`src/rtl/cpu_pkg.sv`:
```
package cpu_pkg;

	// data word, byte address and instruction all share one width
	typedef logic [15:0] word_t;

	// register index, also the 4-bit immediate of shifts and memory ops
	typedef logic [3:0] reg_idx_t;

	// stored condition flags
	typedef logic [2:0] flags_t;

	// bit positions inside flags_t
	localparam int FLAG_Z = 2;
	localparam int FLAG_V = 1;
	localparam int FLAG_N = 0;

	// instruction field positions
	localparam int OPCODE_LSB = 12;
	localparam int RD_LSB = 8;
	localparam int RS_LSB = 4;
	localparam int RT_LSB = 0;
	// branch condition sits just under the opcode
	localparam int COND_LSB = 9;
	// signed word offset of B, starting at bit 0
	localparam int OFFSET_W = 9;
	// byte immediate of LLB and LHB, starting at bit 0
	localparam int IMM8_W = 8;

	// opcodes 7 and 13 are unused and behave as no-ops
	typedef enum logic [3:0] {
		ADD = 4'd0,
		SUB = 4'd1,
		XOR = 4'd2,
		AND = 4'd3,
		SLL = 4'd4,
		SRA = 4'd5,
		ROR = 4'd6,
		LW  = 4'd8,
		SW  = 4'd9,
		LLB = 4'd10,
		LHB = 4'd11,
		B   = 4'd12,
		PCS = 4'd14,
		HLT = 4'd15
	} opcode_t;

	// branch conditions, tested against the stored flags
	typedef enum logic [2:0] {
		NE = 3'd0,
		EQ = 3'd1,
		GT = 3'd2,
		LT = 3'd3,
		GE = 3'd4,
		LE = 3'd5,
		OV = 3'd6,
		UN = 3'd7
	} cond_t;

endpackage

```
`src/rtl/memory.sv`:
```
`timescale 1ns/10ps

module memory #(
	parameter int ADDR_W = 8
) (
	input logic clk,
	input cpu_pkg::word_t addr,
	input logic wen,
	input cpu_pkg::word_t wdata,
	output cpu_pkg::word_t rdata
);
	import cpu_pkg::*;

	// word storage, no reset on contents
	word_t mem [2**ADDR_W];

	// byte address, bit 0 dropped to get the word index
	logic [ADDR_W-1:0] word_idx;

	assign word_idx = addr[ADDR_W:1];

	// asynchronous read so fetch and load complete in the same cycle
	assign rdata = mem[word_idx];

	// write lands on the rising edge
	always_ff @(posedge clk) begin
		if (wen) begin
			mem[word_idx] <= wdata;
		end
	end

endmodule

```
`config.mk`:
```
export PLATFORM = sky130hd
export DESIGN_NAME = memory
export DESIGN_NICKNAME = d
export VERILOG_FILES = /design/src/rtl/cpu_pkg.sv /design/src/rtl/memory.sv
export SDC_FILE = /design/constraint.sdc
export NUM_CORES = 2
export LEC_CHECK = 0
export BUFFER_PORTS_ARGS = -buffer_cell sky130_fd_sc_hd__buf_2
export CAP_MARGIN = 20
export CORE_AREA = 2 2 525 527
export CTS_CLUSTER_SIZE = 8
export DETAILED_ROUTE_END_ITERATION = 10
export DIE_AREA = 0 0 527 529
export MAX_ROUTING_LAYER = met4
export PLACE_DENSITY = 0.72
export SLEW_MARGIN = 0
export SYNTH_ARGS = -nofsm -noshare
export SYNTH_HDL_FRONTEND = slang
export SYNTH_SLANG_ARGS = --single-unit
```
`constraint.sdc`:
```
create_clock -name clk -period 9.8 [get_ports clk]
set_input_delay 1.96 -clock clk [delete_from_list [all_inputs] [get_ports clk]]
set_output_delay 1.96 -clock clk [all_outputs]
set_load 0.01 [all_outputs]
```
**After elaboration in Yosys (flattened, before gate mapping)**

Memory sizes are Yosys's and may differ from the RTL's.
Index checks and enable logic that the tools add are counted.

- Mux-type cells: 2

Operators by type and width:

| kind | count |
|---|---|
| $mux 1 | 2 |

- Register bits: 0
- Memory bits (writable): 4096
- Output and inout bits: 16
- Memories kept: 1

Memory list:

| memory | words | bits a word | read ports | clocked after memory_dff | wr ports | RTL line | source |
|---|---|---|---|---|---|---|---|
| mem | 256 | 16 | 1 | 0 | 1 | memory.sv:15 | `word_t mem [2**ADDR_W];` |

**Depth between registers and ports, before layout**

- Depth in word-level cells: 2
- Depth in mapped cells: 10
- Depth with buffers taken out: 5

**Worst setup path before layout**

No wires, ideal clock.

- Path type: input-to-output
- From: input addr[2]
- To: output rdata[0]
- Arrival: 3.986 ns
- Required time: 7.840 ns
- Path slack: 3.854 ns
- Cell stages on the path: 9
- Buffers on the path: 4
- Path through: clkbuf_1 -> buf_2 -> clkbuf_1 -> clkbuf_1 -> mux4_2 -> a22oi_1 -> a21oi_1 -> o41ai_1 -> nand4_1

- Word-level cells in the longest chain between the ends: 1

Ends and longest elaborated chain:

| element | RTL line | source |
|---|---|---|
| start: declaration | memory.sv:7 | `input cpu_pkg::word_t addr,` |
| $mem_v2 256x16 | - |  |
| end: declaration | memory.sv:10 | `output cpu_pkg::word_t rdata` |

No other way between the ends.

**Worst setup path after layout**

- From: input addr[1]
- To: output rdata[6]

The elaborated chain is that of the path after synthesis.

==> impl_results.md <==
- Proportion of layout cells with a drive suffix above 1: 30.12%
- Final Hold Viols: 0
- Iteration-0 DRC Markers: between 10,000 and 15,000
- # DRC: 0
- Global route overflow: 0
- # resized after CTS: 0
- Total wire length: 387.4 mm
- Gpl congestion: 0.8455
- Fmax: 0.1175 GHz
- Synth Instances: ~6,700
- Clock sink count: around 4,100
- Max Cap Viol: 0
- CTS tree: yes
- Period minus WS final: 8.512 ns
- Status: complete, no violations
- Syn. warnings: 0
- Design Area, Final: 177,900 um^2
- EDFF count, synth: 4,096
- Die X-Extent: about 530 um
- Setup violators final: 0
- Drt pass-1 iters: 5
- Fin worst setup slack: 1.288 ns
- Crit Path Max Fanout: 92
- DR vias/cell: 6.877
- Max transition margin: between 10% and 20%
- Die ar.: 278,800 um^2
- Worst Hold Class: in2reg
- Arr. time, crit path: 6.55 ns
- Fin Setup TNS: 0 ns
- CP required: 7.84 ns
- Global-route wire length before repair: 554.8 mm
- Placement Cell Area: 162,100 um^2
- CTS Buf Count: 586
- Max reg flops: 4,096
- Total power: 0.03868 W
- Top Registers: mem (4096)
- Vias in the first global route: 77,020
- Setup Fix Bufs, Post-CTS: 0
- Detail Route Antenna Nets: 0
- Leakage: approximately 55 nW
- Post-route clock period utilization: 86.85%
- Place WS: 1.416 ns
- Via count: 75,580
- Core Area: 272,900 um^2
- Top FF cell, synth: edfxtp_1
- Site row count: 192
- Top cell type's share of synthesized area: 79.31%
- Initial Util: 56.83%
- Unrepaired setup endpoints after global routing: false
- Sequential cell area fraction in the yosys report: between 70% and 80%
- Root Buffer: clkbuf_16
- Critical path class: in2out
- Count leader, synth: edfxtp_1
- Initial antenna violation count: 14
- Slew Limit Fails: 0
- Worst setup EP type: output port
- Total I/O pin count: 50
- Startpoint types: input pin
- Area Overhead vs Synth: 14.75%
- H-tree Lvls: 6
- Layout Nets: between 7,000 and 8,000
- # hold bufs at CTS: 0
- CTS Buffer Depth: 4
- Yosys cell types: 21
- VDD IR max: 0.1522 mV
- DP Cell Count: ~10,000
- Register with the most flip-flops: mem
- Die height: 529 um
- Post-DP HPWL: 211.8 mm
- Post-Layout Cell Count: approximately 11,000
- Routed WL per cell: 35.25 um
- Post-synthesis net count: 6,745
- Synthesized area: 155,100 um^2
- Buffers added on ports: 41
- Area leader, netlist: edfxtp_1
- PwrDens: 217.4 nW/um^2
- Yosys reg bits: 4,096
- Largest cells by area after synthesis: edfxtp_1, mux4_2, a22oi_1
- Gr usage total: 28.73%
- Synth Area per Inst: 23.11 um^2
- Worst Max-Slew Pin Slew: 1.275 ns
- Top cells by count, synth: edfxtp_1, mux4_2, a22oi_1
- Ys async rst share: 0%
- Clock transition at the registers of the reported paths: approximately 0.050 ns
- Pin count of the biggest net entering global routing: 163
==> cells by family (layout without fill, tap and decap cells) <==
| logic type | Yosys count | after routing | share of synthesized area, % |
|---|---|---|---|
| mux | 1024 | 1024 | 14.87 |
| compound gates | 832 | 832 | 3.666 |
| buf+inv | 421 | 1096 | 1.240 |
| other cells | 0 | 15 | 0 |
| simple gates | 338 | 338 | 0.9093 |
| flops | 4096 | 4096 | 79.31 |
==> per-layer routing <==
| metal | share of wire, % | global-route usage, % | wire length (um) |
|---|---|---|---|
| met4 | 4.6 | 12.57 | 17950 |
| met5 | 0 | - | 0 |
| met2 | 48 | 43.48 | 186900 |
| met1 | 36 | 38.38 | 140600 |
| met3 | 11 | 5.979 | 41860 |
==> per-stage QoR <==
step           hold WS, ns  utilization (%)
2_1_floorplan        2.059                -
5_1_grt              1.492            65.20
3_5_place_dp         2.436            59.40
3_3_place_gp         2.414            59.38
6_report             1.484            65.21
4_1_cts              1.456            65.14
==> final timing paths <==
check | from | endpoint | slack, ns | depth (start not counted)
worst min-delay path | wdata[14] | mem[175][14]$_DFFE_PP_ | 1.48 | 1
worst max-delay path | addr[1] | rdata[6] | 1.29 | 8
==> worst max-delay path, cell delays in order <==
cell and delay (ns):
buf_12 0.66, buf_4 0.60, mux4_2 0.58, a22oi_1 0.34, a21oi_1 0.31, o41ai_2 1.05
nand4_1 0.56, buf_2 0.32
==> area by class of cell <==
cell class / instances / area [um^2]
Fill cell: 16640 / 94960
Multi-Input combinational cell: 2194 / 30690
Antenna cell: 15 / 37.54
Inverter: 1 / 3.754
Clock buffer: 596 / 14870
Timing Repair Buffer: 451 / 4063
Clock inverter: 48 / 795.8
Sequential cell: 4096 / 123000
Tap cell: 3589 / 4491
==> placed cells by master, fill, tap and decap left out, types with 6 or more instances in the layout <==
cell type / n
edfxtp_1: 4096
mux4_2: 1024
clkbuf_16: 594
a22oi_1: 512
buf_4: 362
a21oi_1: 256
nor2_1: 199
buf_12: 40
o41ai_1: 36
nor2_2: 32
nor3_2: 30
o41ai_2: 28
nand2_1: 27
buf_2: 23
buf_8: 20
nand4_1: 16
inv_6: 16
diode_2: 15
clkinv_8: 12
clkinv_16: 9
inv_16: 9
nand3_1: 7
nand3_2: 6
==> power breakdown <==
part | internal, W | switching [W] | total (W)
clock | 0.0107 | 0.00698 | 0.0177
combinational | 0.000551 | 0.00108 | 0.00163
sequential | 0.0194 | 0.00000916 | 0.0194
total | 0.0306 | 0.00807 | 0.0387
Power figures use the tool's default switching activity.
