## config.mk

```make
export PLATFORM = sky130hd
export DESIGN_NAME = control_unit
export DESIGN_NICKNAME = d
export VERILOG_FILES = /design/src/rtl/cpu_pkg.sv /design/src/rtl/control_unit.sv
export SDC_FILE = /design/constraint.sdc
export NUM_CORES = 1
export LEC_CHECK = 0
export ABC_AREA = 1
export BUFFER_PORTS_ARGS = -buffer_cell sky130_fd_sc_hd__buf_2
export CAP_MARGIN = 20
export CORE_AREA = 4 4 41 43
export DETAILED_ROUTE_END_ITERATION = 10
export DIE_AREA = 0 0 45 47
export PLACE_DENSITY = 0.3
export REMOVE_ABC_BUFFERS = 1
export SLEW_MARGIN = 5
export SYNTH_ARGS = -nofsm -noshare
export SYNTH_HDL_FRONTEND = slang
export SYNTH_SLANG_ARGS = --single-unit
```

## constraint.sdc

```tcl
create_clock -name vclk -period 0.8
set_clock_uncertainty 0.1 [all_clocks]
set_input_delay 0.04 -clock vclk [all_inputs]
set_output_delay 0.04 -clock vclk [all_outputs]
set_load 0.03 [all_outputs]
```

## src/rtl/cpu_pkg.sv

```systemverilog
package cpu_pkg;

	// data word, byte address and instruction all share one width
	typedef logic [15:0] word_t;

	// register index, also the 4-bit immediate of shifts and memory ops
	typedef logic [3:0] reg_idx_t;

	// stored condition flags
	typedef logic [2:0] flags_t;

	// bit positions inside flags_t
	localparam int FLAG_Z = 2;
	localparam int FLAG_V = 1;
	localparam int FLAG_N = 0;

	// instruction field positions
	localparam int OPCODE_LSB = 12;
	localparam int RD_LSB = 8;
	localparam int RS_LSB = 4;
	localparam int RT_LSB = 0;
	// branch condition sits just under the opcode
	localparam int COND_LSB = 9;
	// signed word offset of B, starting at bit 0
	localparam int OFFSET_W = 9;
	// byte immediate of LLB and LHB, starting at bit 0
	localparam int IMM8_W = 8;

	// opcodes 7 and 13 are unused and behave as no-ops
	typedef enum logic [3:0] {
		ADD = 4'd0,
		SUB = 4'd1,
		XOR = 4'd2,
		AND = 4'd3,
		SLL = 4'd4,
		SRA = 4'd5,
		ROR = 4'd6,
		LW  = 4'd8,
		SW  = 4'd9,
		LLB = 4'd10,
		LHB = 4'd11,
		B   = 4'd12,
		PCS = 4'd14,
		HLT = 4'd15
	} opcode_t;

	// branch conditions, tested against the stored flags
	typedef enum logic [2:0] {
		NE = 3'd0,
		EQ = 3'd1,
		GT = 3'd2,
		LT = 3'd3,
		GE = 3'd4,
		LE = 3'd5,
		OV = 3'd6,
		UN = 3'd7
	} cond_t;

endpackage

```

## src/rtl/control_unit.sv

```systemverilog
`timescale 1ns/10ps

module control_unit (
	input cpu_pkg::opcode_t opcode,
	output logic reg_write,
	output logic mem_write,
	output logic alu_imm,
	output logic mem_to_reg,
	output logic pcs,
	output logic llb,
	output logic lhb,
	output logic branch,
	output logic halt
);
	import cpu_pkg::*;

	always_comb begin
		// defaults cover the unused opcodes as no-ops
		reg_write = 1'b0;
		mem_write = 1'b0;
		alu_imm = 1'b0;
		mem_to_reg = 1'b0;
		pcs = 1'b0;
		llb = 1'b0;
		lhb = 1'b0;
		branch = 1'b0;
		halt = 1'b0;
		case (opcode)
			// register alu ops and shifts write rd
			ADD, SUB, XOR, AND, SLL, SRA, ROR: begin
				reg_write = 1'b1;
			end
			// address = rs + (imm << 1), result comes from dmem
			LW: begin
				reg_write = 1'b1;
				alu_imm = 1'b1;
				mem_to_reg = 1'b1;
			end
			// same address path, rd is the store data
			SW: begin
				mem_write = 1'b1;
				alu_imm = 1'b1;
			end
			// byte merge into the old rd value
			LLB: begin
				reg_write = 1'b1;
				llb = 1'b1;
			end
			LHB: begin
				reg_write = 1'b1;
				lhb = 1'b1;
			end
			B: begin
				branch = 1'b1;
			end
			// rd gets the address of the next instruction
			PCS: begin
				reg_write = 1'b1;
				pcs = 1'b1;
			end
			HLT: begin
				halt = 1'b1;
			end
			default: begin
				reg_write = 1'b0;
			end
		endcase
	end

endmodule

```

---- Word level (Yosys, flattened, before mapping) ----
Cells that the tools add are included.
storage, ports and cells
  register bits ........................... 0
  bits of input ports ..................... 4
  output and inout port bits .............. 9
  logic and storage cells ................. 25
cells by class
  equality and inequality tests ........... 13
  multiplexer cells ....................... 9
  reduce and logical (&&, ||, !) cells .... 3
operators by type and width
  cell                                                             count
  4-bit == test, second input constant                             7
  4-bit by 3-bit == test with 1-bit output, second input constant  3
  11-bit OR reduction                                              1
  1-bit 2-to-1 mux                                                 9
  4-bit by 2-bit == test with 1-bit output, second input constant  2
  4-bit by 1-bit == test with 1-bit output, second input constant  1
  4-bit zero test                                                  1
  2-bit OR reduction                                               1

---- Longest topological paths before layout ----
  depth after elaboration ................. 3
  gate-level depth with buffers ........... 4
  mapped depth without buffers ............ 4

---- Least setup slack after synthesis ----
Ideal clock, no wire load.
  path type ............................... input -> output
  start ................................... input port opcode[2]
  end ..................................... output port mem_write
  arrival time ............................ 833 ps
  data required time ...................... 660 ps
  setup slack ............................. -173 ps
  stages .................................. 3
  buffers on the path ..................... 0
  path through ............................ inv_1 -> nand2_1 -> nor3_1
between the ends
  longest elaborated chain between the ends .. 2
ends and longest elaborated chain
  element             RTL line            text
  start: declaration  control_unit.sv:4   input cpu_pkg::opcode_t opcode,
  4-bit == test       control_unit.sv:28  case (opcode)
  1-bit 2-to-1 mux    control_unit.sv:28
  end: declaration    control_unit.sv:6   output logic mem_write,
Every way passes these cells.

---- Worst setup path after layout ----
  start ................................... input port opcode[1]
  end ..................................... output port reg_write
between the ends
  longest elaborated chain between the ends .. 3
  elaborated cells on any way between the ends .. 13
  those cells by class .................... eq/ne (10); mux (1); reduce/logical (2)
ends and longest elaborated chain
  element                                      RTL line            text
  4-bit == test, or another cell as far along  control_unit.sv:28
  11-bit OR reduction (no source line) *       -
  1-bit 2-to-1 mux *                           control_unit.sv:28
  end: declaration                             control_unit.sv:5   output logic reg_write,
Every way passes the cells marked *; elsewhere a longest branch is shown, timed or not.

==> flow_summary_export.csv <==
group,metric,value,unit
outcome,status,"completed",
global_route,grt_pass1_vias,149,
sta,hold_viol,0,
die,die_h,47,um
die,coreArea,0.00130,mm2
logic_synthesis,synth_top_cell_area_share,42.9,%
hold_path,holdPathStages,3,
power,power.total,0.111,mW
logic_synthesis,synthesis.area,78.8,um2
detailed_routing,vias_per_cell,3.40,
die,io_pins,13,
detailed_routing,drc_errors,0,
sta,fin_ws,47.1,ps
sta,slew_violations,0,
sta,tns,0,ps
final_layout,final_cell_mix,"nor2_1 (9), buf_4 (8), nand2_1 (4)",
power,powerDensity,537,mW/mm2
place,post-place-ws,-19.6,ps
final_layout,seq_cell_count,0,
place,gp_congestion,0.660,
global_route,grtUsageTotal,4.17,%
global_route,grt_max_degree,7,
logic_synthesis,ys.warnings.count,0,
sta,grt_setup_unrepaired,"yes",
sta,tightest_slew,135,ps
sta,finalSetupViolations,0,
final_layout,seq_area,0,um2
critical_path,arrival,610,ps
critical_path,cp-end-kind,"output port",
detailed_routing,routed_wl,412,um
final_layout,clock_buffer_count,0,
detailed_routing,wl_per_cell,8.58,um
clock_tree,hold_buffers,0,
logic_synthesis,syn_inst,20,
die,num_rows,13,
critical_path,required,660,ps
global_route,antenna_found_initial,0,
sta,fin_crit,753,ps
sta,fin_crit_sh,94.1,%
critical_path,crit_type,"in -> out",
sta,max_freq,1330,MHz
global_route,grt.overflow.total,0,
final_layout,nets,39,
logic_synthesis,syn_area_per_cell,3.94,um2
detailed_routing,vias,163,
logic_synthesis,synth_top_area_cell,"nor2_1",
final_layout,syn2layout_area_growth,163,%
place,hpwl,319,um
logic_synthesis,synth_area_leaders,"nor2_1 (43%), nand2_1 (24%), nor3_1 (19%)",
place,io_buffer_count,13,
die,die_x,45,um
final_layout,drive_above_1_share,57.6,%
die,floorplan.initialDensity,6.06,%
final_layout,insertedDiodeCount,0,
hold_path,worstHoldPathType,"in -> out",
logic_synthesis,yosysUniqueCellTypes,4,
power,vdd_drop_max,0.000140,V
die,die_area,0.00212,mm2
detailed_routing,first_pass_iters,1,
detailed_routing,ant_nets,0,
power,p_leak,0.111,nW
critical_path,crit_fanout,6,
critical_path,cp-start-kind,"input pin",
global_route,grt_first_pass_wirelength,690,um
detailed_routing,drt_iter0_drc,0,
final_layout,finish.utilization,16.0,%
final_layout,layout.cells.most_common,"nor2_1",
sta,holdWs,309,ps
run,max_cap_viol_count,0,
sta,slew_headroom,91.0,%
logic_synthesis,ys_seq_area_share,0,%
==> worst max-delay path, stage by stage <==
cell	delay, ps
clkbuf_4	150
inv_1	40
nand2_1	80
nor2_1	40
nor2_1	80
buf_4	160
==> path summary, 6_finish.rpt <==
check | startpoint | end | slack [ps]
max | opcode[1] | reg_write | 50
min | opcode[2] | mem_to_reg | 310
==> synthesized netlist by cell type <==
cell type and n:
inv_1 3, nor3_1 3, nor2_1 9, nand2_1 5
==> layer usage <==
layer / part of all wire [%] / global-route usage (%) / vias up
met5: 0 / 0 / -
met4: 0 / 0 / 0
met3: 19 / 0.766 / 0
met2: 32 / 6.21 / 12
met1: 49 / 6.52 / 64
li1: - / - / 87
==> stage by stage <==
step	area (um2)	std cells
floorplan	78.8	20
global placement	163	48
detailed placement	163	48
CTS	173	48
global route	208	48
finish	208	48
==> cells by family after synthesis <==
logic type	Yosys count	share of synthesized area [%]
buf+inv	3	14.3
simple gates	17	85.7
==> what timing repair did <==
| item | in CTS | in global routing |
|---|---|---|
| hold endpoints to repair | 0 | 0 |
| gates resized for setup | 3 | 19 |
| pin swaps | 1 | 2 |
| endpoints found under the setup margin | 1 | 9 |
| buffers inserted | 0 | 0 |
==> power breakdown <==
part / internal [mW] / switching (mW) / total [mW]
sequential: 0 / 0 / 0
combinational: 0.0385 / 0.0729 / 0.111
clock: 0 / 0 / 0
==> cell type report <==
cell class / count / area [um2]
inverters: 3 / 11.3
fillers: 165 / 1090
repair buffers: 13 / 92.6
well taps: 15 / 18.8
multi-input cells: 17 / 85.1
Note: power is estimated with default switching activity, not from simulation.
