===== config.mk =====
export PLATFORM = sky130hd
export DESIGN_NAME = pc_control
export DESIGN_NICKNAME = d
export VERILOG_FILES = /design/src/rtl/cpu_pkg.sv /design/src/rtl/pc_control.sv
export SDC_FILE = /design/constraint.sdc
export NUM_CORES = 1
export LEC_CHECK = 0
export ABC_AREA = 1
export BUFFER_PORTS_ARGS = -buffer_cell sky130_fd_sc_hd__buf_2
export CAP_MARGIN = 10
export CORE_MARGIN = 10
export CORE_UTILIZATION = 60
export DETAILED_ROUTE_END_ITERATION = 12
export HOLD_SLACK_MARGIN = 0.02
export PLACE_DENSITY = 0.86
export SYNTH_ARGS = -nofsm -noshare
export SYNTH_HDL_FRONTEND = slang
export SYNTH_SLANG_ARGS = --single-unit

===== constraint.sdc =====
create_clock -name clk -period 6.53 [get_ports clk]
set_input_delay 1.306 -clock clk [delete_from_list [all_inputs] [get_ports clk]]
set_output_delay 1.306 -clock clk [all_outputs]
set_load 0.01 [all_outputs]

===== src/rtl/cpu_pkg.sv =====
package cpu_pkg;

	// data word, byte address and instruction all share one width
	typedef logic [15:0] word_t;

	// register index, also the 4-bit immediate of shifts and memory ops
	typedef logic [3:0] reg_idx_t;

	// stored condition flags
	typedef logic [2:0] flags_t;

	// bit positions inside flags_t
	localparam int FLAG_Z = 2;
	localparam int FLAG_V = 1;
	localparam int FLAG_N = 0;

	// instruction field positions
	localparam int OPCODE_LSB = 12;
	localparam int RD_LSB = 8;
	localparam int RS_LSB = 4;
	localparam int RT_LSB = 0;
	// branch condition sits just under the opcode
	localparam int COND_LSB = 9;
	// signed word offset of B, starting at bit 0
	localparam int OFFSET_W = 9;
	// byte immediate of LLB and LHB, starting at bit 0
	localparam int IMM8_W = 8;

	// opcodes 7 and 13 are unused and behave as no-ops
	typedef enum logic [3:0] {
		ADD = 4'd0,
		SUB = 4'd1,
		XOR = 4'd2,
		AND = 4'd3,
		SLL = 4'd4,
		SRA = 4'd5,
		ROR = 4'd6,
		LW  = 4'd8,
		SW  = 4'd9,
		LLB = 4'd10,
		LHB = 4'd11,
		B   = 4'd12,
		PCS = 4'd14,
		HLT = 4'd15
	} opcode_t;

	// branch conditions, tested against the stored flags
	typedef enum logic [2:0] {
		NE = 3'd0,
		EQ = 3'd1,
		GT = 3'd2,
		LT = 3'd3,
		GE = 3'd4,
		LE = 3'd5,
		OV = 3'd6,
		UN = 3'd7
	} cond_t;

endpackage


===== src/rtl/pc_control.sv =====
`timescale 1ns/10ps

module pc_control (
	input logic clk,
	input logic rst,
	input cpu_pkg::word_t instr,
	input logic branch,
	input logic halt,
	input cpu_pkg::flags_t flags_new,
	input cpu_pkg::flags_t flags_wen,
	output cpu_pkg::word_t pc,
	output logic hlt
);
	import cpu_pkg::*;

	// stored flags, read by the branch before this edge's update
	flags_t flags;
	cond_t cond;
	logic [OFFSET_W-1:0] offset;
	logic cond_met;
	word_t pc_plus2;
	word_t pc_target;
	word_t pc_next;

	assign cond = cond_t'(instr[COND_LSB +: 3]);
	assign offset = instr[OFFSET_W-1:0];

	always_comb begin
		case (cond)
			NE: cond_met = !flags[FLAG_Z];
			EQ: cond_met = flags[FLAG_Z];
			GT: cond_met = !flags[FLAG_Z] && !flags[FLAG_N];
			LT: cond_met = flags[FLAG_N];
			GE: cond_met = flags[FLAG_Z] || !flags[FLAG_N];
			LE: cond_met = flags[FLAG_N] || flags[FLAG_Z];
			OV: cond_met = flags[FLAG_V];
			default: cond_met = 1'b1;
		endcase
	end

	assign pc_plus2 = pc + 16'd2;
	// offset is in words, relative to the following instruction
	assign pc_target = pc_plus2 + {{(15 - OFFSET_W){offset[OFFSET_W-1]}}, offset, 1'b0};
	assign pc_next = (branch && cond_met) ? pc_target : pc_plus2;

	always_ff @(posedge clk) begin
		if (rst) begin
			pc <= '0;
			flags <= '0;
			hlt <= 1'b0;
		end else if (!hlt) begin
			// HLT keeps pc on its own address
			if (!halt) begin
				pc <= pc_next;
			end
			hlt <= halt;
			// only the masked bits change
			flags <= (flags & ~flags_wen) | (flags_new & flags_wen);
		end
	end

endmodule


Word level (Yosys, flattened, before mapping)

Index checks and enable logic that the tools add are counted.

Bits in registers: 20
Output and inout port bits: 17

$add $sub $neg: 2
Bitwise operators: 6
Reductions and logical operators: 8
Mux-type cells: 3
Eq/ne operators: 6

Operators with widths:

| kind                                                            | count |
|---|---|
| 16-bit adder                                                    | 1 |
| 16-bit by 2-bit adder with 16-bit output, second input constant | 1 |
| 16-bit two-way mux                                              | 1 |
| 3-bit == test, second input constant                            | 3 |
| 1-bit one-hot mux with 7 select lines                           | 1 |
| 3-bit bitwise AND                                               | 2 |
| 3-bit by 2-bit == test with 1-bit output, second input constant | 2 |
| 3-bit by 1-bit == test with 1-bit output, second input constant | 1 |
| 3-bit zero test                                                 | 1 |
| 3-bit NOT                                                       | 1 |
| 3-bit bitwise OR                                                | 1 |
| 1-bit logical AND                                               | 2 |
| 1-bit zero test                                                 | 2 |
| 1-bit logical OR                                                | 2 |
| 1-bit NOT                                                       | 2 |
| 2-bit AND reduction                                             | 1 |
| 1-bit two-way mux                                               | 1 |

Logic depth before layout (Yosys ltp)

Word-level depth: 5
Mapped depth: 19
Gate-level depth less buffers: 19

Worst setup path before layout

OpenSTA, ideal clock, no wires.

Path type: input to register
Start: input instr[0]
End: register pc[15]
Data arrival time: 2.556 ns
Stages: 13
Setup time: 0.119 ns
Path slack: 3.855 ns
Buffers on the path: 0
Cells stage by stage: ha_1 inv_1 fa_1 inv_1 nand2_1 nand2_1 nand3_1 nand2_1 nand2_1 nand2_1 nand3_1 nand3_1 a21oi_1

Word-level cells in the longest chain between the ends: 2

Ends and longest elaborated chain:

| element              | RTL line         | source |
|---|---|---|
| from (decl)          | pc_control.sv:6  | `input cpu_pkg::word_t instr,` |
| 16-bit adder         | pc_control.sv:43 | `assign pc_target = pc_plus2 + {{(15 - OFFSET_W){offset[OFFSET_W-1]}}, offset, 1'b0};` |
| 16-bit two-way mux   | pc_control.sv:44 | `assign pc_next = (branch && cond_met) ? pc_target : pc_plus2;` |
| to (signal assigned) | pc_control.sv:54 | `pc <= pc_next;` |
| to (decl)            | pc_control.sv:11 | `output cpu_pkg::word_t pc,` |

Every way passes these cells.
A chain may end at the register's enable or synchronous reset.

Final worst setup path

Start: input instr[11]
End: register pc[11]

Word-level cells in the longest chain between the ends: 4
Elaborated cells between the ends (all ways): 10
Classes of those cells: eq/ne (6); mux (2); reduce/logical (2)

Ends and longest elaborated chain:

| element                                 | RTL line         | source |
|---|---|---|
| 3-bit == test (tied with other cells)   | pc_control.sv:29 | `case (cond)` |
| 1-bit one-hot mux with 7 select lines * | pc_control.sv:29 |  |
| 1-bit logical AND *                     | pc_control.sv:44 |  |
| 16-bit two-way mux *                    | pc_control.sv:44 |  |

Every way passes the cells marked *; elsewhere a longest branch is shown, timed or not.

==> reports/metrics.cfg <==
[setup_path]
worstReg2RegEnd = pc[11]
worstSetupStartpointType = input pin
critPathArrivalTime_ns = 2.99
reg2reg_depth = 16
worstSetupStartpoint = instr[11]
ff2ff_setup_slack_ns = 3.95
criticalPathCategory = in -> reg
crit_end = pc[11]
worstPathRequired_ns = 6.74
r2r-start = pc[6]
critPathMaxFanout = 20
end_kind = register

[die]
die_h_um = 79.3
core_um2 = 3360
dieArea_um2 = 6290
start_util_pct = 62.8
rows = 21
die_w_um = 79.3
io_pins = 43

[cts]
clk_path_buf_depth = 2
cts_max_level = 1
root_buffer = clkbuf_4
cts_tree = yes
cts.repair.resized = 0
cts_buffers = 3
postCtsHoldBufs = 0
cts_sinks = 19
clk_pin_slew_ns = 0.12
clk_latency_ns = 0.31
cts_setup_buffers = 0

[power_and_ir_drop]
switching_share_pct = 41.2
power.internal_mw = 0.201
clkPwrFrac_pct = 18.4
seqPwrFrac_pct = 40.1
pwr-share-comb_pct = 41.5
p_per_area_nw_per_um2 = 146
p_switching_mw = 0.141
peakVddDrop_v = 0.000135
p_leak_nw = 1.29

[yosys]
synth_area_per_cell_um2 = 6.24
netlist_instances = 338
yosys.cell_types.count = 35
ys_seq_area_share_pct = 18.0
synth.area.top_cells = dfxtp_1, nand2_1, ha_1
synth_nets = 384
synth.top_cell.area_share_pct = 18.0
yosysWarnings = 0
yosysTopAreaCell = dfxtp_1
ys_ff_latch = 19
synth_area_um2 = 2110

[global_routing]
grt-busiest-layer = met2
grt_util_met1_pct = 20.1
grt_pass1_vias = 2169
grtUsageMet2_pct = 31.8
grt_pass1_wl_um = 9320
antenna_found_initial = 0
use_met3_pct = 4.28
track_usage_pct = 17.6
grt_max_degree = 21
grt-ovfl-total = 0

[placement]
portBuffers = 37
place_ws_ns = 3.46
place_congestion = 0.963
dpl.hpwl_um = 4660
dp_cells = 417

[routing]
drtIter0Drc = 196
route.detailed.drc = 0
wl_um = 5540
via_per_inst = 5.37
first_pass_iters = 4
vias = 2259
drtAntennaViolNets = 0
wl_per_cell_um = 13.2

[sta]
fin_ws_ns = 3.75
setup_viol = 0
hold_ws_ns = 0.476
fmax_ghz = 0.360
slew_viol_final = 0
post-route-period-util_pct = 42.5
setup-tns-final_ns = 0
period_minus_slack_ns = 2.78
rsz0062_at_grt = no
worstMarginPinSlew_ns = 0.658
skew_ns = 0.00404
relSlewSlack_pct = 56.0
final-hold-violation-count = 0

[finish]
drive_above_1_share_pct = 17.3
layout.cells.non_filler = 421
final_nets = 422
area_growth_pct = 11.1
final_common_cell = nand2_1
fill_cells = 316
mostFrequentLayoutCells = nand2_1, inv_1, buf_2
diodes = 0
final_util_pct = 69.7

[min_path]
hp-class = reg -> reg

[run]
maxCapViolCount = 0

[status]
status = finished clean

## per-layer routing
metal,up-vias,routed length (um)
li1,1167,-
met1,1006,2340
met2,74,2770
met3,12,322
met4,0,102
met5,-,0
## power by group through the flow
stage	combinational, mW	clock, mW	sequential [mW]
final	0.142	0.0629	0.137
after global routing	0.160	0.0684	0.138
after CTS	0.141	0.0643	0.137
after detailed placement	0.141	0	0.139
after global placement	0.137	0	0.138
after floorplan	0.102	0	0.141
## critical path: stages
cell and delay [ns]:
buf_2 0.11, nand2_1 0.08, o21a_1 0.14, nand2_1 0.05
nand2_1 0.05, nand2_1 0.04, nand2_1 0.49, inv_1 0.36
nor2_1 0.16, nor2_1 0.05, nand2_1 0.09, nand2_1 0.05
## final cells by class
type	instances	area [um^2]	area share [%]
inverters	48	180	7.68
repair buffers	37	185	7.90
clock inverters	1	7.51	0.320
flip-flops and latches	19	380	16.2
well taps	46	57.6	2.45
clock buffers	3	22.5	0.961
multi-input cells	267	1510	64.5
## worst min-delay path by stage
| stage | startpoint | cells past startpoint | to |
|---|---|---|---|
| CTS | register | 2 | register |
| finish | register | 2 | register |
| global route | register | 2 | register |
| global placement | register | 2 | register |
| floorplan | register | 2 | register |
| detailed placement | register | 2 | register |
## cells by family (layout without fill, tap and decap cells)
kind of cell / after synthesis / count (layout) / synth area share (%)
XOR/XNOR: 14 / 14 / 6.52
other: 1 / 1 / 0.178
buffers and inverters: 52 / 89 / 10.4
AO/OA/AOI/OAI: 58 / 58 / 14.8
AND/OR/NAND/NOR: 174 / 174 / 37.9
flip-flops: 19 / 19 / 18.0
adder cells (fa/ha/maj): 20 / 20 / 12.2
## stage by stage
step	power (mW)	instance area, um^2
CTS	0.342	2340
floorplan	0.242	2110
global route	0.367	2340
finish	0.342	2340
global placement	0.275	2310
detailed placement	0.280	2310
## cells in the mapped netlist, drive strengths merged
cell	instances
fa	1
o21bai	1
nand3	29
a21o	1
nand4	6
dfxtp	19
a21oi	31
ha	19
inv	48
o22ai	1
conb	1
nor2	34
o21a	3
nand2	98
or2	1
xor2	10
nand3b	2
o21ai	21
buf	4
xnor2	4
nor3	4
(Power assumes the default switching activity.)
