`config.mk`:
```
export PLATFORM = sky130hd
export DESIGN_NAME = register_file
export DESIGN_NICKNAME = d
export VERILOG_FILES = /design/src/rtl/cpu_pkg.sv /design/src/rtl/register_file.sv
export SDC_FILE = /design/constraint.sdc
export NUM_CORES = 1
export LEC_CHECK = 0
export BUFFER_PORTS_ARGS = -buffer_cell sky130_fd_sc_hd__buf_2
export CAP_MARGIN = 20
export CORE_UTILIZATION = 45
export CTS_CLUSTER_DIAMETER = 40
export CTS_CLUSTER_SIZE = 30
export DETAILED_ROUTE_END_ITERATION = 7
export SETUP_SLACK_MARGIN = 0.2
export SYNTH_ARGS = -nofsm -noshare
export SYNTH_HDL_FRONTEND = slang
export SYNTH_SLANG_ARGS = --single-unit
```
`constraint.sdc`:
```
create_clock -name clk -period 2.65 [get_ports clk]
set_clock_uncertainty 0.15 [all_clocks]
set_input_delay 0.53 -clock clk [delete_from_list [all_inputs] [get_ports clk]]
set_output_delay 0.53 -clock clk [all_outputs]
set_load 0.02 [all_outputs]
```
`src/rtl/cpu_pkg.sv`:
```
package cpu_pkg;

	// data word, byte address and instruction all share one width
	typedef logic [15:0] word_t;

	// register index, also the 4-bit immediate of shifts and memory ops
	typedef logic [3:0] reg_idx_t;

	// stored condition flags
	typedef logic [2:0] flags_t;

	// bit positions inside flags_t
	localparam int FLAG_Z = 2;
	localparam int FLAG_V = 1;
	localparam int FLAG_N = 0;

	// instruction field positions
	localparam int OPCODE_LSB = 12;
	localparam int RD_LSB = 8;
	localparam int RS_LSB = 4;
	localparam int RT_LSB = 0;
	// branch condition sits just under the opcode
	localparam int COND_LSB = 9;
	// signed word offset of B, starting at bit 0
	localparam int OFFSET_W = 9;
	// byte immediate of LLB and LHB, starting at bit 0
	localparam int IMM8_W = 8;

	// opcodes 7 and 13 are unused and behave as no-ops
	typedef enum logic [3:0] {
		ADD = 4'd0,
		SUB = 4'd1,
		XOR = 4'd2,
		AND = 4'd3,
		SLL = 4'd4,
		SRA = 4'd5,
		ROR = 4'd6,
		LW  = 4'd8,
		SW  = 4'd9,
		LLB = 4'd10,
		LHB = 4'd11,
		B   = 4'd12,
		PCS = 4'd14,
		HLT = 4'd15
	} opcode_t;

	// branch conditions, tested against the stored flags
	typedef enum logic [2:0] {
		NE = 3'd0,
		EQ = 3'd1,
		GT = 3'd2,
		LT = 3'd3,
		GE = 3'd4,
		LE = 3'd5,
		OV = 3'd6,
		UN = 3'd7
	} cond_t;

endpackage

```
`src/rtl/register_file.sv`:
```
`timescale 1ns/10ps

module register_file (
	input logic clk,
	input logic rst,
	input cpu_pkg::reg_idx_t src1,
	input cpu_pkg::reg_idx_t src2,
	input cpu_pkg::reg_idx_t dst,
	input logic wen,
	input cpu_pkg::word_t wdata,
	input cpu_pkg::reg_idx_t dbg_addr,
	output cpu_pkg::word_t data1,
	output cpu_pkg::word_t data2,
	output cpu_pkg::word_t dbg_data
);
	import cpu_pkg::*;

	// sixteen general registers, r0 is never written
	word_t regs [16];

	// combinational reads, r0 is forced to zero on every port
	assign data1 = (src1 == '0) ? '0 : regs[src1];
	assign data2 = (src2 == '0) ? '0 : regs[src2];
	assign dbg_data = (dbg_addr == '0) ? '0 : regs[dbg_addr];

	always_ff @(posedge clk) begin
		if (rst) begin
			for (int i = 0; i < 16; i++) begin
				regs[i] <= '0;
			end
		end else if (wen && dst != '0) begin
			// writes to r0 are dropped here
			regs[dst] <= wdata;
		end
	end

endmodule

```
Word level (Yosys, flattened, before mapping)
Memory sizes are Yosys's and may differ from the RTL's.
Cells that the tools add are included.
Widths: inputs -> output; s select.
{"block": "totals", "regBits": 0, "ram_bits": 256, "in_bits": 35, "word_cells": 18, "memories": 1}
{"memory": "regs", "depth": 16, "word_bits": 16, "read_ports": 3, "rd_clocked_by_memory_dff": 0, "wr": 16, "line": "register_file.sv:19", "source": "word_t regs [16];"}
{"block": "classes", "muxes": 11, "reduce_logical": 6}
{"op": "$mux 16", "count": 4}
{"op": "$reduce_or 16->1", "count": 1}
{"op": "$logic_not 4->1", "count": 3}
{"op": "$mux 1", "count": 6}
{"op": "$mux 4", "count": 1}
{"op": "$reduce_bool 4->1", "count": 1}
{"op": "$logic_and 1x1->1", "count": 1}

Longest topological paths before layout
Gate-level depths: netlist of run 1.
{"block": "depth", "word_depth": 7, "depth_mapped": 7, "depth_no_buf": 4}

Least setup slack after synthesis of run 1
OpenSTA, ideal clock, no wires.
{"block": "synth_path", "kind": "in2out", "start": "input port dbg_addr[3]", "end": "output port dbg_data[11]", "arrival_ns": 2.020, "t_required_ns": 1.970, "path_slack_ns": -0.050, "stages": 5, "n_path_buf": 3, "cell_sequence": "clkbuf_1 buf_2 clkbuf_1 mux4_2 mux4_2"}
{"block": "synth_via", "elab_chain_len": 2, "word_cells_on_any_way": 3, "classes_between": "mux (1); reduce/logical (1); memory (1)"}
{"item": "start, declared", "line": "register_file.sv:11", "source": "input cpu_pkg::reg_idx_t dbg_addr,"}
{"item": "$mem_v2 16x16 or $logic_not 4->1 (tied branches)"}
{"item": "$mux 16 *", "line": "register_file.sv:24", "source": "assign dbg_data = (dbg_addr == '0) ? '0 : regs[dbg_addr];"}
{"item": "end, declared", "line": "register_file.sv:14", "source": "output cpu_pkg::word_t dbg_data"}
Every way passes the cells marked *; elsewhere a longest branch is shown, timed or not.

==> results of run 1 <==
## synthesized netlist by cell type, types with 13 or more instances
library cell  instances
a21oi_1              31
a22o_1               22
and2_1              240
buf_2                13
buf_6                15
clkbuf_1             47
edfxtp_1            241
mux2_2               34
mux2i_1              19
mux4_1               46
mux4_2              142
nor2_1               13
or2_2                15
## where the power goes
| part | switching [W] | leakage [nW] | internal (W) |
|---|---|---|---|
| Combinational | 0.000935 | 3.76 | 0.00107 |
| Clock | 0.00205 | 0.643 | 0.00315 |
| Sequential | 0.000187 | 2.30 | 0.00442 |
| Total | 0.00317 | 6.70 | 0.00864 |
## kinds of logic (layout without fill, tap and decap cells)
kind of cell,count (synthesis),after routing,share of synthesized area
flip-flops,241,241,0.4788
multiplexers,242,242,0.3311
other,1,4,0.0002481
buffers and inverters,93,281,0.04123
AND/OR/NAND/NOR,293,293,0.1175
AO/OA/AOI/OAI,68,68,0.03113
## final timing paths
kind,from,endpoint
worst max-delay path,regs[7][2],data1[2]
worst min-delay path,wdata[10],regs[3][10]
## stage by stage
step	cells	util	area, um^2	TNS, ns
2_1_floorplan	938	-	15140	0
3_3_place_gp	1484	0.5024	16470	-12.95
3_5_place_dp	1485	0.5029	16490	-9.957
4_1_cts	1566	0.5608	18390	-6.922
5_1_grt	1568	0.5626	18440	-8.150
6_report	1571	0.5628	18450	-6.375
## layout by cell type, fill, tap and decap left out, drive strengths merged
cell type	instances
nand3b	2
diode	3
nand2b	2
o21ai	4
and3b	1
o21bai	1
buf	209
inv	7
nor3	3
nor2b	3
a21o	1
and3	1
a21oi	31
nand3	1
and2	240
nand2	11
nor2	13
a221o	1
bufinv	3
a22o	28
mux2i	19
or2b	1
o221a	1
mux2	34
clkinv	16
clkbuf	40
a31oi	1
conb	1
clkinvlp	6
or2	15
edfxtp	241
mux4	189
## layer usage
| metal | wire (um) | GRT usage |
|---|---|---|
| met5 | 0 | 0 |
| met4 | 2055 | 0.1269 |
| met3 | 5332 | 0.08219 |
| met2 | 22790 | 0.4530 |
| met1 | 19270 | 0.4055 |
## final cells by class
type / instances / area, um^2
multi-input cells: 604 / 7123
clock buffers: 40 / 1001
flip-flops and latches: 241 / 7237
clock inverters: 32 / 357.8
repair buffers: 209 / 2171
well taps: 442 / 553.0
fillers: 2615 / 14330
diodes: 3 / 7.507
## timing repair
action / in CTS / in global routing
hold endpoints to repair: 0 / 0
hold buffers: 0 / 0
gates cloned: 6 / 0
setup buffers: 3 / 2
resized for setup: 118 / 12
setup endpoints to repair: 48 / 48
==> results.txt, run 1 <==
status = finished, violations left
failing checks = negative setup slack
ys async rst share = 0
WP data required = 1.97 ns
Final ANT Viol Nets = 0
pre-CTS setup slack = -0.3337 ns
clock-pin slew on the worst setup and hold paths = 0.06 ns
Critical Path Source Type = register
pwr/cell area = 640.4 nW/um^2
die footprint = 34330 um^2
number of flops mapped to enable cells by yosys = 241
Setup WS post-layout = -0.2243 ns
Final Setup Violations = 48
Final nets = 1130
die height = 185.3 um
max_slew headroom = 0.6137
Top Registers = regs (241)
WHS = 0.3101 ns
# rows = 66
total track usage = 0.2990
Synth warnings = 0
CP Class = register to primary output
Most flops, register = regs
CORE AREA = 32780 um^2
gpl congestion = 0.8554
first-pass GRT wire length = 70.82 mm
H-tree depth = 2
HPWL Detailed = 31.59 mm
Mapped Area = 15110 um^2
area share of the largest cell type after synthesis = 0.4788
# IOs = 83
Buf/Inv on CP = 1
vias in the first global route = 10090
CP peak stage delay = 0.61 ns
Residual DRC = 0
total CTS buffers = 39
Synth Register Bits = 241
CTS tree = yes
register area share after synthesis = 0.4788
RSZ-0062 raised after global routing = true
syn_area_per_cell = 16.11 um^2
largest net degree at the start of global routing = 39
GRT overflow = 0
drt wl/cell = 31.47 um
root buf cell = clkbuf_16
Critical-path top delay cell = mux4_4
Synth Net Count = 973
crit-path cells = mux4_4, mux4_2, buf_6
Pleak = 6.698 nW
worst-margin pin slew = 0.5769 ns
DR vias/cell = 6.383
I/O Buffers = 82
max reg flops = 241
initial drt markers = 1274
Design Power = 0.01182 W
ratio of cells with drive above 1 in the final layout = 0.4707
CP Capture Type = primary output
peak supply drop = 0.3872 mV
Hold Vio Cnt, Final = 0
Distinct cells, synth = 36
ranking of synthesized cells by area = edfxtp_1 48%, mux4_2 21%, and2_1 9.9%
detailed-route via count = 10030
WL final = 49.45 mm
clk sink count = 241
gate count after technology mapping = 938
final slew viol count = 0
Crit path max-delay family = multiplexers
crit path DAT = 2.19 ns
crit-path max FO = 3
Top FF cell, synth = edfxtp_1
Area Growth Syn to Fin = 22.07%
Synth area leader = edfxtp_1
Hold WC Path Type = input port to register
final worst-path cycle share = 1.085
Fmax = 347.9 MHz
Die X = 185.3 um
initial antenna violation count = 6
max cap viols = 0
Hold Crit Depth = 2
Starting Density = 0.4610
critical path depth = 3
router iterations before antenna repair = 5
CTS Buffer Depth = 3
Tmin final = 2.874 ns
(Power assumes the default switching activity.)
==> run 2: changes to the inputs <==
--- a/config.mk
+++ b/config.mk
@@ -7,6 +7,7 @@
 export LEC_CHECK = 0
 export BUFFER_PORTS_ARGS = -buffer_cell sky130_fd_sc_hd__buf_2
 export CAP_MARGIN = 20
+export CORE_MARGIN = 2
 export CORE_UTILIZATION = 45
 export CTS_CLUSTER_DIAMETER = 40
 export CTS_CLUSTER_SIZE = 30
==> constraint.sdc (replaced) <==
create_clock -name clk -period 2.65 [get_ports clk]
set_clock_uncertainty 0.15 [all_clocks]
set_input_delay 0.53 -clock clk [delete_from_list [all_inputs] [get_ports clk]]
set_output_delay 0.53 -clock clk [all_outputs]
set_load 0.01 [all_outputs]
==> run 2 against run 1 <==
The flow still finishes with violations (negative setup slack). Sequential power barely moved. Final cell count fell by 0.25%. Sequential share of layout area rose by 0.57 points. Clock power fell by 13%. Core utilization fell by 1.6 points. Global-route usage fell by 1.7 points. Clock-buffer cell count fell by 2. Critical endpoint is now dbg_data[5]. Largest power group is now sequential cells. Highest routed layer unchanged.
==> results.txt, run 2 (synthesized netlist as in run 1, its figures left out) <==
status = finished, violations left (unchanged)
failing checks = negative setup slack (unchanged)
max_slew headroom = 0.6276 (was 0.6137)
Tmin final = 2.859 ns (was 2.874 ns)
gpl congestion = 0.8546 (was 0.8554)
router iterations before antenna repair = 5 (unchanged)
ratio of cells with drive above 1 in the final layout = 0.4647 (was 0.4707)
Top Registers = regs (241) (unchanged)
Residual DRC = 0 (unchanged)
most frequent cells in the layout = 241 x edfxtp_1, 240 x and2_1, 187 x mux4_2 (was 241 x edfxtp_1, 240 x and2_1, 186 x mux4_2)
clock-pin slew on the worst setup and hold paths = 0.06 ns (about the same)
initial drt markers = 1264 (was 1274)
detailed-route via count = 9832 (was 10030)
fin cells = 1567 (was 1571)
crit-path max FO = 3 (unchanged)
WP data required = 1.97 ns (about the same)
Final ANT Viol Nets = 0 (unchanged)
Hold Vio Cnt, Final = 0 (unchanged)
Area Growth Syn to Fin = 20.31% (was 22.07%)
Fmax = 349.8 MHz (was 347.9 MHz)
CTS tree = yes (unchanged)
H-tree depth = 2 (unchanged)
Critical Path Source Type = register (unchanged)
Die X = 187.3 um (was 185.3 um)
I/O Buffers = 82 (unchanged)
die height = 187.3 um (was 185.3 um)
crit path DAT = 2.18 ns (was 2.19 ns)
vias in the first global route = 10160 (was 10090)
clk sink count = 241 (unchanged)
CP Capture Type = primary output (unchanged)
DR vias/cell = 6.274 (was 6.383)
# rows = 67 (was 66)
total track usage = 0.2825 (was 0.2990)
Most flops, register = regs (unchanged)
final worst-path cycle share = 1.079 (was 1.085)
Starting Density = 0.4542 (was 0.4610)
worst-margin pin slew = 0.5561 ns (was 0.5769 ns)
diodes inserted = 0 (was 3)
part of the power in the clock network = 0.412 (was 0.440)
# IOs = 83 (unchanged)
area post-placement = 16400 um^2 (was 16490 um^2)
Setup WS post-layout = -0.2090 ns (was -0.2243 ns)
Final Setup Violations = 47 (was 48)
Comb power frac = 0.170 (about the same)
max cap viols = 0 (unchanged)
Power Internal = 0.008185 W (was 0.008644 W)
commonest non-fill, non-tap cell in the layout = edfxtp_1 (unchanged)
CORE AREA = 33280 um^2 (was 32780 um^2)
RSZ-0062 raised after global routing = true (unchanged)
GRT overflow = 0 (unchanged)
drt wl/cell = 30.88 um (was 31.47 um)
max reg flops = 241 (unchanged)
pre-CTS setup slack = -0.2969 ns (was -0.3337 ns)
sw frac = 0.2571 (was 0.2684)
WL final = 48.39 mm (was 49.45 mm)
total CTS buffers = 35 (was 39)
first-pass GRT wire length = 70.81 mm (was 70.82 mm)
placed insts = 1487 (was 1485)
HPWL Detailed = 31.44 mm (was 31.59 mm)
initial antenna violation count = 2 (was 6)
largest net degree at the start of global routing = 33 (was 39)
Final nets = 1128 (was 1130)
root buf cell = clkbuf_16 (unchanged)
Flop pwr share = 0.418 (was 0.390)
Hold WC Path Type = input port to register (unchanged)
post-route cell area = 18180 um^2 (was 18450 um^2)
CP Class = register to primary output (unchanged)
CTS Buffer Depth = 3 (unchanged)
die footprint = 35070 um^2 (was 34330 um^2)
Net Sw Power = 0.002833 W (was 0.003171 W)
final slew viol count = 0 (unchanged)
pwr/cell area = 605.9 nW/um^2 (was 640.4 nW/um^2)
peak supply drop = 0.3503 mV (was 0.3872 mV)
fillcell total = 2679 (was 2615)
Pleak = 6.608 nW (was 6.698 nW)
## run 2: changes by cell type in the layout (fill, tap and decap cells not counted), moves of 4 or more
cell | previous run | this run
buf_2 | 28 | 41
clkinv_4 | 9 | 1
clkbuf_16 | 40 | 36
buf_16 | 7 | 12
buf_6 | 57 | 41
buf_12 | 23 | 16
buf_4 | 90 | 99
## run 2: path summary, 6_finish.rpt
check	from	end	slack [ns]	depth (start not counted)
worst min-delay path	wdata[10]	regs[15][10]	0.30	2
worst max-delay path	regs[9][5]	dbg_data[5]	-0.21	3
## run 2: critical path, cell delays in order, from the launching register on
cell      delay, ns
edfxtp_1       0.45
mux4_2         0.52
mux4_2         0.53
buf_6          0.15
## run 2: what timing repair did
action                     4_1_cts  5_1_grt
buffers inserted                 8        1
gates cloned                     8        0
hold buffers                     0        0
gates resized for setup         66       12
setup endpoints to repair       48       48
pin swaps                        0        0
## run 2: power groups by stage
stage | logic (W) | registers (W) | clock network [W]
floorplan | 0.00112 | 0.00459 | 0
global placement | 0.00166 | 0.00467 | 0
detailed placement | 0.00166 | 0.00467 | 0
CTS | 0.00185 | 0.00460 | 0.00457
global route | 0.00196 | 0.00463 | 0.00475
finish | 0.00188 | 0.00460 | 0.00454
## run 2: cell type report
type                            instances  area [um^2]  share of cell area
Multi-Input combinational cell        604         7139              0.3926
Clock inverter                         25        230.2             0.01266
Tap cell                              448        560.5             0.03083
Timing Repair Buffer                  211         2108              0.1159
Sequential cell                       241         7237              0.3980
Clock buffer                           38        908.4             0.04996
## run 2: per-stage QoR
stage / hold WS [ns] / utilization / total power [W] / TNS (ns)
finish: 0.3021 / 0.5464 / 0.01102 / -5.185
floorplan: 0.5766 / - / 0.005713 / 0
global route: 0.3237 / 0.5464 / 0.01134 / -7.141
detailed placement: 0.8368 / 0.4928 / 0.006336 / -9.498
global placement: 0.8283 / 0.4923 / 0.006324 / -12.13
CTS: 0.2998 / 0.5444 / 0.01102 / -5.406
## run 2: routing by layer
metal,global-route usage,part of all wire,vias to the layer above
met5,0,0,-
met2,0.4482,0.47,571
met4,0.1139,0.040,0
met1,0.3804,0.39,5082
met3,0.06341,0.096,119
li1,-,-,4060
